**config.mk**
```make
export PLATFORM = sky130hd
export DESIGN_NAME = sdram_slots
export DESIGN_NICKNAME = d
export VERILOG_FILES = /design/src/sdram_map_pkg.sv /design/src/slot_req_if.sv /design/src/region_decode.sv /design/src/slot_arbiter.sv /design/src/slot_return.sv /design/src/sdram_slots.sv
export SDC_FILE = /design/constraint.sdc
export NUM_CORES = 1
export LEC_CHECK = 0
export BUFFER_PORTS_ARGS = -buffer_cell sky130_fd_sc_hd__buf_2
export CAP_MARGIN = 25
export CORE_ASPECT_RATIO = 1.5
export CORE_MARGIN = 1
export CORE_UTILIZATION = 50
export DETAILED_ROUTE_END_ITERATION = 7
export PLACE_DENSITY = 0.76
export SLEW_MARGIN = 40
export SYNTH_ARGS = -nofsm -noshare
export SYNTH_HDL_FRONTEND = slang
export SYNTH_SLANG_ARGS = --single-unit
```
**constraint.sdc**
```tcl
create_clock -name clk -period 4.86 [get_ports clk]
set_input_delay 0.243 -clock clk [delete_from_list [all_inputs] [get_ports clk]]
set_output_delay 0.243 -clock clk [all_outputs]
set_load 0.02 [all_outputs]
```
**src/sdram_map_pkg.sv**
```systemverilog
/* SDRAM slot mapper shared definitions
   Region offsets, data widths, slot indices and arbiter states */
package sdram_map_pkg;

    typedef logic [22:0] sdram_addr_t;   // SDRAM word address
    typedef logic [31:0] sdram_data_t;   // Full word from the bank
    typedef logic [15:0] half_t;
    typedef logic [7:0]  byte_t;
    typedef logic [1:0]  wrmask_t;       // Active low, bit 1 is the upper byte
    typedef logic [1:0]  slot_id_t;
    typedef logic [3:0]  slot_vec_t;     // One bit per slot

    localparam int NUM_SLOTS = 4;

    // Lower index wins arbitration
    localparam slot_id_t SLOT_RAM = 2'd0;  // Work RAM and VRAM
    localparam slot_id_t SLOT_ROM = 2'd1;  // Main CPU ROM
    localparam slot_id_t SLOT_SND = 2'd2;  // Sound CPU ROM
    localparam slot_id_t SLOT_GFX = 2'd3;  // Graphics ROM

    // Region base addresses in SDRAM words
    localparam sdram_addr_t ROM_OFFSET  = 23'h00_0000;
    localparam sdram_addr_t VRAM_OFFSET = 23'h20_0000;
    localparam sdram_addr_t WRAM_OFFSET = 23'h30_0000;
    localparam sdram_addr_t SND_OFFSET  = 23'h38_0000;
    localparam sdram_addr_t GFX_OFFSET  = 23'h40_0000;

    typedef enum logic [1:0] {
        IDLE,       // Looking for a pending slot
        REQ,        // rd or wr held until ack
        WAIT_RDY    // Bank accepted, waiting for data
    } arb_state_t;

endpackage

```
**src/slot_req_if.sv**
```systemverilog
/* Per-slot request bundle from the decoder to the arbiter and the return stage */
`timescale 1ns/1ns

interface slot_req_if;

    sdram_map_pkg::sdram_addr_t [sdram_map_pkg::NUM_SLOTS-1:0] addr;  // Offset already added
    sdram_map_pkg::slot_vec_t need_cs;
    logic                     byte_sel;  // Sound byte within the word
    logic                     ram_wr;
    sdram_map_pkg::half_t     ram_din;
    sdram_map_pkg::wrmask_t   ram_mask;

    modport dec (
        output addr, need_cs, byte_sel, ram_wr, ram_din, ram_mask
    );

    modport arb (
        input addr, need_cs, ram_wr, ram_din, ram_mask
    );

    modport ret (
        input addr, need_cs, byte_sel, ram_wr
    );

endinterface

```
**src/region_decode.sv**
```systemverilog
/* Client address decode
   Maps each client select and address onto its SDRAM region */
`timescale 1ns/1ns

module region_decode (
    input  logic                   main_ram_cs,
    input  logic                   main_vram_cs,
    input  logic                   main_rom_cs,
    input  logic                   snd_cs,
    input  logic                   gfx_cs,
    input  logic [16:0]            main_ram_addr,  // Word address
    input  logic                   main_rnw,
    input  sdram_map_pkg::half_t   main_dout,
    input  sdram_map_pkg::wrmask_t dsn,
    input  logic [20:0]            main_rom_addr,
    input  logic [15:0]            snd_addr,       // Byte address
    input  logic [19:0]            gfx_addr,
    input  logic                   gfx_half,
    slot_req_if.dec                req
);

    logic                        ram_vram_cs;
    sdram_map_pkg::sdram_addr_t  ram_offset;
    sdram_map_pkg::sdram_addr_t  ram_word;
    sdram_map_pkg::sdram_addr_t  rom_word;
    sdram_map_pkg::sdram_addr_t  snd_word;
    sdram_map_pkg::sdram_addr_t  gfx_word;

    assign ram_vram_cs = main_ram_cs | main_vram_cs;
    assign ram_offset  = main_ram_cs ? sdram_map_pkg::WRAM_OFFSET
                                     : sdram_map_pkg::VRAM_OFFSET;

    // Zero-extend each client address to the SDRAM width
    assign ram_word = {6'd0, main_ram_addr};
    assign rom_word = {2'd0, main_rom_addr};
    assign snd_word = {8'd0, snd_addr[15:1]};       // Bytes to words
    assign gfx_word = {2'd0, gfx_addr, gfx_half};   // Half picks the odd word

    assign req.addr[sdram_map_pkg::SLOT_RAM] = ram_word + ram_offset;
    assign req.addr[sdram_map_pkg::SLOT_ROM] = rom_word + sdram_map_pkg::ROM_OFFSET;
    assign req.addr[sdram_map_pkg::SLOT_SND] = snd_word + sdram_map_pkg::SND_OFFSET;
    assign req.addr[sdram_map_pkg::SLOT_GFX] = gfx_word + sdram_map_pkg::GFX_OFFSET;

    assign req.need_cs = {gfx_cs, snd_cs, main_rom_cs, ram_vram_cs};
    assign req.byte_sel = snd_addr[0];

    // Only the RAM slot can write
    assign req.ram_wr   = ram_vram_cs & ~main_rnw;
    assign req.ram_din  = main_dout;
    assign req.ram_mask = dsn;

    // Both regions share slot 0 and one offset mux
    always_comb begin
        assert (!(main_ram_cs && main_vram_cs))
            else $error("region_decode: RAM and VRAM selected together");
    end

endmodule

```
**src/slot_arbiter.sv**
```systemverilog
/* Fixed-priority SDRAM slot arbiter
   Grants one pending slot at a time and holds rd/wr until the bank acks */
`timescale 1ns/1ns

module slot_arbiter (
    input  logic                       clk,
    input  logic                       rst,
    slot_req_if.arb                    req,
    input  sdram_map_pkg::slot_vec_t   hit,
    input  logic                       sdram_ack,
    input  logic                       data_rdy,
    output sdram_map_pkg::sdram_addr_t sdram_addr,
    output logic                       sdram_rd,
    output logic                       sdram_wr,
    output sdram_map_pkg::half_t       sdram_din,
    output sdram_map_pkg::wrmask_t     sdram_wrmask,
    output logic                       done,
    output sdram_map_pkg::slot_id_t    done_slot,
    output logic                       done_wr
);

    sdram_map_pkg::arb_state_t state;
    sdram_map_pkg::slot_vec_t  pending;
    sdram_map_pkg::slot_vec_t  done_mask;
    sdram_map_pkg::slot_id_t   grant;
    sdram_map_pkg::slot_id_t   cur_slot;
    logic                      grant_wr;
    logic                      cur_wr;
    logic                      start;

    // Lowest set bit wins
    function automatic sdram_map_pkg::slot_id_t first_set(input sdram_map_pkg::slot_vec_t v);
        sdram_map_pkg::slot_id_t idx;
        idx = sdram_map_pkg::SLOT_RAM;
        for (int i = sdram_map_pkg::NUM_SLOTS - 1; i >= 0; i--) begin
            if (v[i]) idx = sdram_map_pkg::slot_id_t'(i);
        end
        return idx;
    endfunction

    // The finished slot is not cached yet while done is high
    assign done_mask = done ? (sdram_map_pkg::slot_vec_t'(1) << done_slot) : '0;
    assign pending   = req.need_cs & ~hit & ~done_mask;
    assign grant     = first_set(pending);
    assign grant_wr  = (grant == sdram_map_pkg::SLOT_RAM) && req.ram_wr;
    assign start     = (state == sdram_map_pkg::IDLE) && (|pending);

    always_ff @(posedge clk) begin
        if (rst) begin
            state    <= sdram_map_pkg::IDLE;
            sdram_rd <= 1'b0;
            sdram_wr <= 1'b0;
            done     <= 1'b0;
            cur_slot <= sdram_map_pkg::SLOT_RAM;
            cur_wr   <= 1'b0;
        end else begin
            done <= 1'b0;
            case (state)
                sdram_map_pkg::IDLE: begin
                    if (start) begin
                        cur_slot <= grant;
                        cur_wr   <= grant_wr;
                        sdram_rd <= ~grant_wr;
                        sdram_wr <= grant_wr;
                        state    <= sdram_map_pkg::REQ;
                    end
                end
                sdram_map_pkg::REQ: begin
                    if (sdram_ack) begin   // Bank took it, release the request
                        sdram_rd <= 1'b0;
                        sdram_wr <= 1'b0;
                        state    <= sdram_map_pkg::WAIT_RDY;
                    end
                end
                sdram_map_pkg::WAIT_RDY: begin
                    if (data_rdy) begin
                        done  <= 1'b1;
                        state <= sdram_map_pkg::IDLE;
                    end
                end
                default: state <= sdram_map_pkg::IDLE;
            endcase
        end
    end

    // Request payload, frozen from grant until the next one
    always_ff @(posedge clk) begin
        if (start) begin
            sdram_addr   <= req.addr[grant];
            sdram_din    <= req.ram_din;
            sdram_wrmask <= req.ram_mask;
        end
    end

    assign done_slot = cur_slot;   // Stable until the next grant
    assign done_wr   = cur_wr;

    a_rd_wr_excl: assert property (@(posedge clk) disable iff (rst)
        !(sdram_rd && sdram_wr))
        else $error("slot_arbiter: rd and wr high together");

    // Bank may sample any cycle before ack
    a_req_stable: assert property (@(posedge clk) disable iff (rst)
        (sdram_rd || sdram_wr) && !sdram_ack |=>
            $stable({sdram_rd, sdram_wr, sdram_addr, sdram_din, sdram_wrmask}))
        else $error("slot_arbiter: request changed before ack");

endmodule

```
**src/slot_return.sv**
```systemverilog
/* Slot data return
   Per-slot data latches and address cache driving the client ok levels */
`timescale 1ns/1ns

module slot_return (
    input  logic                       clk,
    input  logic                       rst,
    slot_req_if.ret                    req,
    input  logic                       done,
    input  sdram_map_pkg::slot_id_t    done_slot,
    input  logic                       done_wr,
    input  sdram_map_pkg::sdram_data_t data_read,
    output sdram_map_pkg::slot_vec_t   hit,
    output logic                       ram_ok,
    output logic                       rom_ok,
    output logic                       snd_ok,
    output logic                       gfx_ok,
    output sdram_map_pkg::half_t       ram_data,
    output sdram_map_pkg::half_t       rom_data,
    output sdram_map_pkg::byte_t       snd_data,
    output sdram_map_pkg::sdram_data_t gfx_data
);

    sdram_map_pkg::slot_vec_t  valid;
    sdram_map_pkg::sdram_addr_t [sdram_map_pkg::NUM_SLOTS-1:0] cache_addr;
    logic                      ram_wr_flag;   // Slot 0 entry came from a write
    sdram_map_pkg::sdram_data_t rdy_data;     // Word seen on the rdy cycle
    sdram_map_pkg::half_t      ram_q;
    sdram_map_pkg::half_t      rom_q;
    sdram_map_pkg::half_t      snd_q;         // Both bytes kept
    sdram_map_pkg::sdram_data_t gfx_q;

    // done trails rdy by one cycle
    always_ff @(posedge clk) begin
        rdy_data <= data_read;
    end

    always_ff @(posedge clk) begin
        if (rst) begin
            valid       <= '0;
            ram_wr_flag <= 1'b0;
        end else if (done) begin
            valid[done_slot] <= 1'b1;
            if (done_slot == sdram_map_pkg::SLOT_RAM) ram_wr_flag <= done_wr;
        end
    end

    always_ff @(posedge clk) begin
        if (done) begin
            cache_addr[done_slot] <= req.addr[done_slot];
            case (done_slot)
                sdram_map_pkg::SLOT_RAM: if (!done_wr) ram_q <= rdy_data[15:0];
                sdram_map_pkg::SLOT_ROM: rom_q <= rdy_data[15:0];
                sdram_map_pkg::SLOT_SND: snd_q <= rdy_data[15:0];
                default:                 gfx_q <= rdy_data;
            endcase
        end
    end

    always_comb begin
        for (int i = 0; i < sdram_map_pkg::NUM_SLOTS; i++) begin
            hit[i] = valid[i] && (cache_addr[i] == req.addr[i]);
        end
        // A read after a write to the same word must go back to the bank
        hit[sdram_map_pkg::SLOT_RAM] = hit[sdram_map_pkg::SLOT_RAM] &&
                                       (ram_wr_flag == req.ram_wr);
    end

    assign ram_ok = req.need_cs[sdram_map_pkg::SLOT_RAM] & hit[sdram_map_pkg::SLOT_RAM];
    assign rom_ok = req.need_cs[sdram_map_pkg::SLOT_ROM] & hit[sdram_map_pkg::SLOT_ROM];
    assign snd_ok = req.need_cs[sdram_map_pkg::SLOT_SND] & hit[sdram_map_pkg::SLOT_SND];
    assign gfx_ok = req.need_cs[sdram_map_pkg::SLOT_GFX] & hit[sdram_map_pkg::SLOT_GFX];

    assign ram_data = ram_q;
    assign rom_data = rom_q;
    assign snd_data = req.byte_sel ? snd_q[15:8] : snd_q[7:0];   // Odd byte is the upper one
    assign gfx_data = gfx_q;

    // Clients keep cs up until ok, so a done can't arrive unrequested
    a_done_cs: assert property (@(posedge clk) disable iff (rst)
        done |-> req.need_cs[done_slot])
        else $error("slot_return: done for a slot without select");

endmodule

```
**src/sdram_slots.sv**
```systemverilog
/* SDRAM slot mapper top level
   Four client ports sharing one SDRAM bank port */
`timescale 1ns/1ns

module sdram_slots (
    input  logic                       clk,
    input  logic                       rst,

    // Main CPU RAM and VRAM
    input  logic                       main_ram_cs,
    input  logic                       main_vram_cs,
    input  logic [16:0]                main_ram_addr,
    input  logic                       main_rnw,
    input  sdram_map_pkg::half_t       main_dout,
    input  sdram_map_pkg::wrmask_t     dsn,
    output logic                       ram_ok,
    output sdram_map_pkg::half_t       ram_data,

    // Main CPU ROM
    input  logic                       main_rom_cs,
    input  logic [20:0]                main_rom_addr,
    output logic                       rom_ok,
    output sdram_map_pkg::half_t       rom_data,

    // Sound CPU ROM
    input  logic                       snd_cs,
    input  logic [15:0]                snd_addr,
    output logic                       snd_ok,
    output sdram_map_pkg::byte_t       snd_data,

    // Graphics ROM
    input  logic                       gfx_cs,
    input  logic [19:0]                gfx_addr,
    input  logic                       gfx_half,
    output logic                       gfx_ok,
    output sdram_map_pkg::sdram_data_t gfx_data,

    // SDRAM bank
    output sdram_map_pkg::sdram_addr_t sdram_addr,
    output logic                       sdram_rd,
    output logic                       sdram_wr,
    output sdram_map_pkg::half_t       sdram_din,
    output sdram_map_pkg::wrmask_t     sdram_wrmask,
    input  logic                       sdram_ack,
    input  logic                       data_rdy,
    input  sdram_map_pkg::sdram_data_t data_read
);

    slot_req_if                req ();
    sdram_map_pkg::slot_vec_t  hit;
    logic                      done;
    sdram_map_pkg::slot_id_t   done_slot;
    logic                      done_wr;

    region_decode i_decode (
        .main_ram_cs   (main_ram_cs),
        .main_vram_cs  (main_vram_cs),
        .main_rom_cs   (main_rom_cs),
        .snd_cs        (snd_cs),
        .gfx_cs        (gfx_cs),
        .main_ram_addr (main_ram_addr),
        .main_rnw      (main_rnw),
        .main_dout     (main_dout),
        .dsn           (dsn),
        .main_rom_addr (main_rom_addr),
        .snd_addr      (snd_addr),
        .gfx_addr      (gfx_addr),
        .gfx_half      (gfx_half),
        .req           (req.dec)
    );

    slot_arbiter i_arbiter (
        .clk          (clk),
        .rst          (rst),
        .req          (req.arb),
        .hit          (hit),
        .sdram_ack    (sdram_ack),
        .data_rdy     (data_rdy),
        .sdram_addr   (sdram_addr),
        .sdram_rd     (sdram_rd),
        .sdram_wr     (sdram_wr),
        .sdram_din    (sdram_din),
        .sdram_wrmask (sdram_wrmask),
        .done         (done),
        .done_slot    (done_slot),
        .done_wr      (done_wr)
    );

    slot_return i_return (
        .clk       (clk),
        .rst       (rst),
        .req       (req.ret),
        .done      (done),
        .done_slot (done_slot),
        .done_wr   (done_wr),
        .data_read (data_read),
        .hit       (hit),
        .ram_ok    (ram_ok),
        .rom_ok    (rom_ok),
        .snd_ok    (snd_ok),
        .gfx_ok    (gfx_ok),
        .ram_data  (ram_data),
        .rom_data  (rom_data),
        .snd_data  (snd_data),
        .gfx_data  (gfx_data)
    );

endmodule

```
Word-level counts from Yosys, hierarchy flattened
Cells that the tools add are included.
{"block": "op_classes", "add_sub_neg": 3, "n_lt_le_gt_ge": 3, "eq_ne": 12, "n_shift": 1, "n_mux": 26, "bitwise": 16, "reduce_logical": 23}
{"op": "binary-select mux 23 bit (select 2 bit)", "n": 2}
{"op": "bitwise mux 92 bit", "n": 1}
{"op": "== test 23 bit", "n": 3}
{"op": "2-to-1 mux 23 bit", "n": 3}
{"op": "demux 23 bit (select 2 bit)", "n": 1}
{"op": "adder 15 x 22 -> 23 bit (second input constant)", "n": 1}
{"op": "adder 17 x 23 -> 23 bit", "n": 1}
{"op": "adder 21 x 23 -> 23 bit (second input constant)", "n": 1}
{"op": "== test 23 x 21 -> 1 bit", "n": 1}
{"op": "2-to-1 mux 21 bit", "n": 1}
{"op": "2-to-1 mux 2 bit", "n": 7}
{"op": "AND reduction 2 bit", "n": 5}
{"op": "AND reduction 3 bit", "n": 3}
{"op": "bitwise AND 4 bit", "n": 2}
{"op": "logical AND 1 bit", "n": 8}
{"op": "2-to-1 mux 8 bit", "n": 1}
{"op": "NOT 4 bit", "n": 2}
{"op": "zero test 2 bit", "n": 3}
{"op": "less-than comparator 2 x 3 -> 1 bit (second input constant)", "n": 2}
{"op": "case mux 2 bit (3 select lines)", "n": 1}
{"op": "bitwise AND 1 bit", "n": 5}
{"op": "2-to-1 mux 1 bit", "n": 5}
{"op": "NOT 1 bit", "n": 5}
{"op": "== test 2 x 1 -> 1 bit (second input constant)", "n": 2}
{"op": "15 further kinds", "n": 18}
{"block": "word_totals", "regBits": 258, "in_bits": 135, "output_inout_bits": 119, "wordCells": 104}

Depth between registers and ports, before layout
Gate-level depths: netlist of the first run.
{"block": "logic_depth", "ltp_word": 17, "mapped_depth": 11, "mapped_depth_nobuf": 9}

Cells and area by module
Synthesis of the first run repeated with hierarchy kept, for this count alone.
{"block": "hier_totals", "hier_cells": 684, "area_unflattened_um2": 11055.6}
{"module": "slot_return", "n_inst": 1, "cells_each": 404, "area_per_inst_um2": 7785.0, "seq_area_each_um2": 5905.7}
{"module": "slot_arbiter", "n_inst": 1, "cells_each": 161, "area_per_inst_um2": 2383.5, "seq_area_each_um2": 1391.3}
{"module": "region_decode", "n_inst": 1, "cells_each": 119, "area_per_inst_um2": 887.1, "seq_area_each_um2": 0.0}

Worst setup path before layout of the first run
No wires, ideal clock.
{"block": "synth_timing", "path_type": "reg-to-reg", "startpoint": "register i_arbiter.cur_slot[1], in the netlist i_arbiter.done_slot[1]", "endpoint": "register i_arbiter.sdram_addr[10] (data pin)", "setup_ps": 277, "arrival_ps": 3456, "t_required_ps": 4583, "setup_slack_ps": 1127, "path_stages_with_launch": 9, "path_buffers": 3, "period_less_slack_ps": 3733, "path_cell_list": "dfxtp_1 > buf_2 > nand2_1 > nor2_1 > a22oi_1 > buf_2 > buf_4 > a32oi_1 > a32oi_1"}
{"block": "synth_via", "elab_chain_len": 10}
{"item": "start, declared", "line_no": "slot_arbiter.sv:26", "rtl": "sdram_map_pkg::slot_id_t cur_slot;"}
{"item": "start signal, assigned", "line_no": "slot_arbiter.sv:54", "rtl": "cur_slot <= sdram_map_pkg::SLOT_RAM;"}
{"item": "start signal, assigned", "line_no": "slot_arbiter.sv:61", "rtl": "cur_slot <= grant;"}
{"item": "<< shifter 1 x 2 -> 4 bit (*)", "line_no": "slot_arbiter.sv:42", "rtl": "assign done_mask = done ? (sdram_map_pkg::slot_vec_t'(1) << done_slot) : '0;"}
{"item": "2-to-1 mux 4 bit (*)", "line_no": "slot_arbiter.sv:42"}
{"item": "NOT 4 bit (*)", "line_no": "slot_arbiter.sv:43", "rtl": "assign pending = req.need_cs & ~hit & ~done_mask;"}
{"item": "bitwise AND 4 bit (*)", "line_no": "slot_arbiter.sv:43"}
{"item": "2-to-1 mux 2 bit (3 in a row)", "line_no": "slot_arbiter.sv:36", "rtl": "if (v[i]) idx = sdram_map_pkg::slot_id_t'(i);"}
{"item": "2-to-1 mux 2 bit (*)", "line_no": "slot_arbiter.sv:36"}
{"item": "binary-select mux 23 bit (select 2 bit) (*)", "line_no": "slot_arbiter.sv:89", "rtl": "sdram_addr <= req.addr[grant];"}
{"item": "2-to-1 mux 23 bit (not written as such) (*)", "line_no": "slot_arbiter.sv:89"}
{"item": "end signal, assigned", "line_no": "slot_arbiter.sv:89"}
{"item": "end, declared", "line_no": "slot_arbiter.sv:12", "rtl": "output sdram_map_pkg::sdram_addr_t sdram_addr,"}
Every way passes the cells marked *; elsewhere a longest branch is shown, timed or not. The select of a mux whose other input is x is not followed.
A chain may end at the register's enable or synchronous reset.

Worst setup path after layout of the first run
{"block": "layout_timing", "startpoint": "register i_return.cache_addr[8] (netlist bit)", "endpoint": "register i_arbiter.sdram_addr[8] (data pin)"}
{"block": "layout_via", "elab_chain_len": 9}
{"item": "start, declared", "line_no": "slot_return.sv:25", "rtl": "sdram_map_pkg::sdram_addr_t [sdram_map_pkg::NUM_SLOTS-1:0] cache_addr;"}
{"item": "start signal, assigned by index", "line_no": "slot_return.sv:50", "rtl": "cache_addr[done_slot] <= req.addr[done_slot];"}
{"item": "== test 23 bit", "line_no": "slot_return.sv:62", "rtl": "hit[i] = valid[i] && (cache_addr[i] == req.addr[i]);"}
{"item": "logical AND 1 bit", "line_no": "slot_return.sv:62"}
{"item": "logical AND 1 bit", "line_no": "slot_return.sv:65", "rtl": "hit[sdram_map_pkg::SLOT_RAM] = hit[sdram_map_pkg::SLOT_RAM] &&"}
{"item": "NOT 4 bit", "line_no": "slot_arbiter.sv:43"}
{"item": "bitwise AND 4 bit (2 in a row)", "line_no": "slot_arbiter.sv:43"}
{"item": "2-to-1 mux 2 bit", "line_no": "slot_arbiter.sv:36"}
{"item": "binary-select mux 23 bit (select 2 bit)", "line_no": "slot_arbiter.sv:89"}
{"item": "2-to-1 mux 23 bit (not written as such)", "line_no": "slot_arbiter.sv:89"}
No other way between the ends. The select of a mux whose other input is x is not followed.

==> results of run 1 <==
==> worst max-delay path: stages (launching register included) <==
cell and delay, ns:
edfxtp_1 0.39, xnor2_1 0.37, nand4_1 0.18, nor4_2 0.36
nand2_1 0.12, nand2_1 0.68, and2_1 0.82, a32oi_1 0.25
==> area by class of cell <==
type / instances / area [um^2] / share of cell area (%)
multi-input cells: 322 / 2570 / 19.8
clock inverters: 5 / 51.3 / 0.395
inverters: 10 / 40.0 / 0.309
well taps: 260 / 325 / 2.51
repair buffers: 315 / 1900 / 14.6
flip-flops and latches: 258 / 7300 / 56.2
clock buffers: 39 / 792 / 6.10
==> sequential cells by signal, indices dropped and copies added, names as in the netlist, 2 cells and up <==
name,cells
i_return.cache_addr,92
i_return.gfx_data,32
i_return.rdy_data,32
i_arbiter.sdram_addr,23
i_arbiter.sdram_din,16
i_return.ram_data,16
i_return.rom_data,16
i_return.snd_q,16
i_return.valid,4
i_arbiter.done_slot,2
i_arbiter.sdram_wrmask,2
i_arbiter.state,2
==> kinds of logic (layout without fill, tap and decap cells) <==
kind of cell / after synthesis / count (layout) / share of synthesized area (%)
multiplexers: 29 / 29 / 4.88
AND/OR/NAND/NOR: 117 / 117 / 6.65
flip-flops: 258 / 258 / 73.0
buffers and inverters: 38 / 369 / 1.67
AO/OA/AOI/OAI: 100 / 100 / 7.14
XOR/XNOR: 76 / 76 / 6.66
==> worst min path at each step <==
stage                              from                    end  slack [ns]
after global placement    data_read[27]  i_return.rdy_data[27]        0.35
after global routing                rst      i_return.valid[3]        0.06
after CTS                           rst      i_return.valid[0]        0.04
final                               rst      i_return.valid[0]        0.06
after floorplan            data_read[0]   i_return.rdy_data[0]        0.27
after detailed placement  data_read[16]  i_return.rdy_data[16]        0.35
==> synthesized netlist by cell type, drive strengths merged (3+ instances only) <==
cell type / count
mux2i: 6
nand2: 14
nand3b: 5
clkbuf: 14
xor2: 20
nand4: 17
a32oi: 31
nand3: 20
mux4: 15
dfxtp: 45
xnor2: 56
o21ai: 39
o311ai: 3
nor2: 27
buf: 14
and3: 3
mux2: 8
nor3: 5
a21oi: 10
inv: 10
nor4: 9
edfxtp: 213
==> stage by stage <==
stage                     cell area, um^2  hold slack [ns]  utilization (%)
after CTS                           12900           0.0407             65.7
after detailed placement            11600            0.347             58.8
after global placement              11600            0.345             58.6
final                               13000           0.0624             65.8
after floorplan                      9990            0.271                -
after global routing                13000           0.0572             65.8
==> cells in the final DEF, fill, tap and decap left out, types with 3 or more instances in the layout <==
cell	Yosys	final
nor2_4	0	4
nand3_1	20	20
buf_2	10	253
xor2_1	20	20
clkbuf_1	14	6
mux4_2	15	15
clkbuf_16	0	28
buf_4	1	9
o21ai_0	37	37
dlygate4sd3_1	0	51
nor2_1	26	21
mux2i_1	6	6
mux2_2	8	8
nand4_1	17	17
nand2_1	14	14
inv_1	9	9
a21oi_1	10	10
edfxtp_1	213	213
inv_4	0	3
a32oi_1	31	31
nor4_1	7	7
dfxtp_1	45	45
and3_1	3	3
xnor2_1	56	56
nor3_1	5	5
o311ai_1	3	3
clkbuf_8	0	5
nand3b_1	5	5
==> where the power goes <==
part	internal (mW)	switching [mW]
clock	1.17	0.791
combinational	0.180	0.282
sequential	2.48	0.0281
==> metal layers <==
layer / share of wire [%] / GRT usage [%] / routed length [um]
met1: 34 / 28.3 / 9010
met2: 51 / 46.2 / 13700
met3: 9.7 / 6.10 / 2590
met4: 5.1 / 12.7 / 1360
met5: 0 / 0 / 0
==> results by group, run 1 <==
Status
  – Status: finished, final reports clean

Yosys
  – Top_reg_cell synth: edfxtp_1
  – Syn nets: 753
  – Post-Synthesis Cells: 618
  – Post-synth cell types: 55
  – Post-synth top area cell: edfxtp_1
  – Yosys reg bits: 258
  – Top-area cell type share of the netlist area: 64.0%
  – Cell Area, Synth: 9990 um^2
  – Number of synthesized flops with an enable pin: 213
  – Synth warn: 0
  – Synthesized area per cell: 16.2 um^2
  – Sequential element share of the synthesized area: 73.0%
  – Area contributors post-synth: edfxtp_1 (64%), dfxtp_1 (9.0%), xnor2_1 (4.9%)
  – Share of flip-flops with an asynchronous set or reset: 0%

Critical path
  – Cells on worst reg2reg path: 7
  – Worst setup path endpoint: i_arbiter.sdram_addr[8]
  – Critical Path Start: i_return.cache_addr[8]
  – Crit path max fanout: 22
  – R2r setup slk: 1.35 ns
  – Crit Reg-Reg Endpoint: i_arbiter.sdram_addr[8]
  – CP Launch Type: flop
  – Crit path capture type: flop
  – CP arrival: 3.71 ns
  – Worst EP required: 5.06 ns
  – Critical path type: reg -> reg
  – Reg2reg start: i_return.cache_addr[8]

Drt
  – Routed Antenna Nets: 0
  – Routed length per instance: 22.0 um
  – Vias: 7003
  – Via/cell ratio: 5.79
  – Drt total wl: 26.6 mm
  – Post-route DRC: 0
  – Initial drt markers: 851
  – DRT Pass-1 Iters: 7

Clocking
  – Num CTS Buffers: 24
  – CTS sink cnt: 258
  – Clock Tree Buf Depth: 3
  – Hold buffers post-CTS: 51
  – Clock Latency Late Sink: 0.52 ns
  – Clock-pin slew on the worst setup and hold paths: 0.07 ns
  – Clk root buf: clkbuf_16
  – Setup bufs post-CTS: 0
  – CTS tree: yes
  – H-tree levels: 1
  – Post-cts sizing count: 0

Power
  – Lkg Pwr: 4.73 nW
  – Cell Pwr Density: 380 nW/um^2
  – Worst VDD drop: 368 uV
  – PnR Total Power: 4.93 mW

Cells and area
  – Synthesis-to-finish area growth: 29.8%
  – FILL cells: 1340
  – Antenna Cells: 0
  – Layout cells sized above 1: 36.4%
  – NumNets Final: 1066
  – Final std cells w/o fill: 1209

Global routing
  – Vias in the first global route: 6998
  – Initial antenna violation count: 0
  – Wire length of the first global-routing pass: 39.8 mm
  – Largest net degree at the start of global routing: 45
  – Grt total ovfl: 0
  – Total track usage: 25.7%

STA
  – Hold Fails Final Rpt: 0
  – Fmax: 285 MHz
  – Skew final: 0.0102 ns
  – Final min period: 3.51 ns
  – Setup WS post-layout: 1.35 ns
  – Unrepaired setup endpoints after global routing: no
  – Final setup violation count: 0
  – Final setup TNS: 0 ns
  – Max Slew Vio Count: 0
  – Worst-margin pin slew: 0.905 ns
  – Rel. slew slack: 39.5%
  – Final Cycle Share: 72.2%

Floorplan
  – Row cnt: 63
  – Chip Width: 117 um
  – Die Ht: 175 um
  – # IOs: 254
  – Die area: 20600 um^2
  – Starting density of the core: 50.7%
  – CORE AREA: 19700 um^2

Job
  – Max-cap violations: 0

Placed design
  – GPL Wtd Cong: 0.913
  – PortBufs: 253
  – Post-Place Cells: 1113
  – Setup WS pre-CTS: 1.50 ns
  – Final HPWL DP: 17.7 mm

Worst hold path
  – Worst hold path type: in -> reg
  – Hold path cells: 2
No activity file was read; power rests on OpenSTA's default activity.
==> run 2: changes to the inputs <==
- clock period: 4.86 -> 3.6 ns (I/O delays scaled with it)
==> results by group, run 2 (synthesis gave the netlist of run 1 again) <==
Clocking
  – Num CTS Buffers: 23 (-4.2%)
  – Setup bufs post-CTS: 0 (unchanged)
  – Clock Latency Late Sink: 0.50 ns (-0.02 ns)
  – Clock Tree Buf Depth: 3 (unchanged)
  – Hold buffers post-CTS: 52 (+2.0%)
  – Post-cts sizing count: 0 (unchanged)
  – Clock-pin slew on the worst setup and hold paths: 0.07 ns (about the same)
  – CTS sink cnt: 258 (unchanged)
  – H-tree levels: 1 (unchanged)
  – Clk root buf: clkbuf_16
  – CTS tree: yes

Status
  – Status: finished, final reports clean

Drt
  – Met2 Routed Length: 14.2 mm (+3.6%)
  – Metal3 WL: 2.45 mm (-5.4%)
  – Top sig layer: met4
  – Routed length per instance: 22.6 um (+2.6%)
  – Initial drt markers: 774 (-9.0%)
  – Vias: 6977 (-0.37%)
  – M1 WL: 9.23 mm (+2.5%)
  – Via/cell ratio: 5.75 (-0.70%)
  – DRT Pass-1 Iters: 5 (-2)
  – Routed Antenna Nets: 0 (unchanged)
  – Post-route DRC: 0 (unchanged)
  – Drt total wl: 27.4 mm (+2.9%)

STA
  – Final setup violation count: 0 (unchanged)
  – Final min period: 3.14 ns (-0.369 ns)
  – Worst-margin pin slew: 0.594 ns (-0.312 ns)
  – Max Slew Vio Count: 0 (unchanged)
  – Unrepaired setup endpoints after global routing: no
  – Final setup TNS: 0 ns (unchanged)
  – Fmax: 319 MHz (+12%)
  – Final Cycle Share: 87.2% (+15 points)
  – Skew final: 0.00907 ns (-0.00113 ns)
  – Rel. slew slack: 60.1% (+21 points)
  – Hold Fails Final Rpt: 0 (unchanged)
  – Setup WS post-layout: 0.460 ns (-0.891 ns)

Cells and area
  – NumNets Final: 1072 (+0.56%)
  – Final std cells w/o fill: 1213 (+0.33%)
  – Antenna Cells: 0 (unchanged)
  – Biggest register: i_return.cache_addr
  – Largest register FFs: 92 (unchanged)
  – Most frequent cells in the layout: buf_2 (253), edfxtp_1 (213), xnor2_1 (56), dlygate4sd3_1 (52), dfxtp_1 (45)
  – Synthesis-to-finish area growth: 28.7%
  – Layout cells sized above 1: 36.1% (-0.26 points)
  – FILL cells: 1399 (+4.4%)
  – Commonest non-fill, non-tap cell in the layout: buf_2

Critical path
  – Worst EP required: 3.94 ns (-1.12 ns)
  – CP arrival: 3.48 ns (-0.23 ns)
  – Crit path max fanout: 26 (+18%)
  – CP Launch Type: flop
  – Critical path type: reg -> reg
  – Crit path capture type: flop

Placed design
  – Final HPWL DP: 18.7 mm (+5.5%)
  – PortBufs: 253 (unchanged)
  – Setup WS pre-CTS: 0.621 ns (-0.876 ns)
  – GPL Wtd Cong: 0.953 (+4.3%)
  – Post-Place Cells: 1120 (+0.63%)

Floorplan
  – Die Ht: 175 um (unchanged)
  – # IOs: 254 (unchanged)
  – CORE AREA: 19700 um^2 (unchanged)
  – Die area: 20600 um^2 (unchanged)
  – Starting density of the core: 50.7% (unchanged)
  – Row cnt: 63 (unchanged)
  – Chip Width: 117 um (unchanged)

Power
  – PnR Total Power: 6.32 mW (+28%)
  – Cell Pwr Density: 492 nW/um^2 (+29%)
  – Worst VDD drop: 435 uV (+18%)
  – Lkg Pwr: 4.68 nW (-1.1%)

Worst hold path
  – Worst hold path type: in -> reg

Global routing
  – Initial antenna violation count: 0 (unchanged)
  – Largest net degree at the start of global routing: 45 (unchanged)
  – Wire length of the first global-routing pass: 41.3 mm (+3.8%)
  – Vias in the first global route: 7183 (+2.6%)
  – Total track usage: 26.9% (+1.2 points)
  – Grt total ovfl: 0 (unchanged)

Job
  – Max-cap violations: 0 (unchanged)
[run 2: cell count changes in the layout (fill, tap and decap cells not counted), sizes merged]
cell / previous run / this run
inv: 12 / 10
dlygate4sd3: 51 / 52
clkinv: 2 / 4
bufinv: 1 / 0
clkinvlp: 0 / 1
clkbuf: 39 / 36
buf: 264 / 270
[run 2: cell type report]
cell class / count / area, um^2 / share of cell area (%)
Timing Repair Buffer: 322 / 1930 / 15.0
Multi-Input combinational cell: 322 / 2560 / 19.9
Sequential cell: 258 / 7300 / 56.7
Clock buffer: 36 / 676 / 5.25
Clock inverter: 5 / 25.0 / 0.195
Inverter: 10 / 40.0 / 0.311
Tap cell: 260 / 325 / 2.53
[run 2: report_power, final]
| part | internal [mW] | switching [mW] | leakage (nW) |
|---|---|---|---|
| combinational | 0.248 | 0.395 | 2.01 |
| sequential | 3.35 | 0.0334 | 2.34 |
| clock | 1.29 | 1.01 | 0.339 |
[run 2: worst max-delay path: stages (launching register included)]
cell and delay, ns:
edfxtp_1 0.38, xnor2_1 0.36, nand4_1 0.19, nor4_1 0.58
a21oi_1 0.22, nor2_2 0.45, buf_4 0.39, a32oi_1 0.18
a32oi_1 0.20
[run 2: worst paths after layout]
check,from,end,slack (ns),cells after the start
min reg2reg,i_return.rdy_data[19],i_return.gfx_data[19],0.40,0
max,i_return.cache_addr[34],i_arbiter.sdram_addr[9],0.46,8
min,sdram_ack,i_arbiter.state[1],0.02,3
max reg2reg,i_return.cache_addr[34],i_arbiter.sdram_addr[9],0.46,8
[run 2: per-stage QoR]
step	hold WS (ns)	util [%]	cell area, um^2
after floorplan	0.208	-	10000
after global placement	0.282	58.9	11600
after detailed placement	0.284	59.1	11600
after CTS	0.00587	65.3	12900
after global routing	0.00941	65.3	12900
final	0.0176	65.3	12900
[run 2: metal layers]
metal | vias to the layer above | global-route usage (%)
met5 | - | 0
met4 | 0 | 15.5
met3 | 100 | 5.58
met1 | 3357 | 29.9
li1 | 3045 | -
met2 | 475 | 47.7
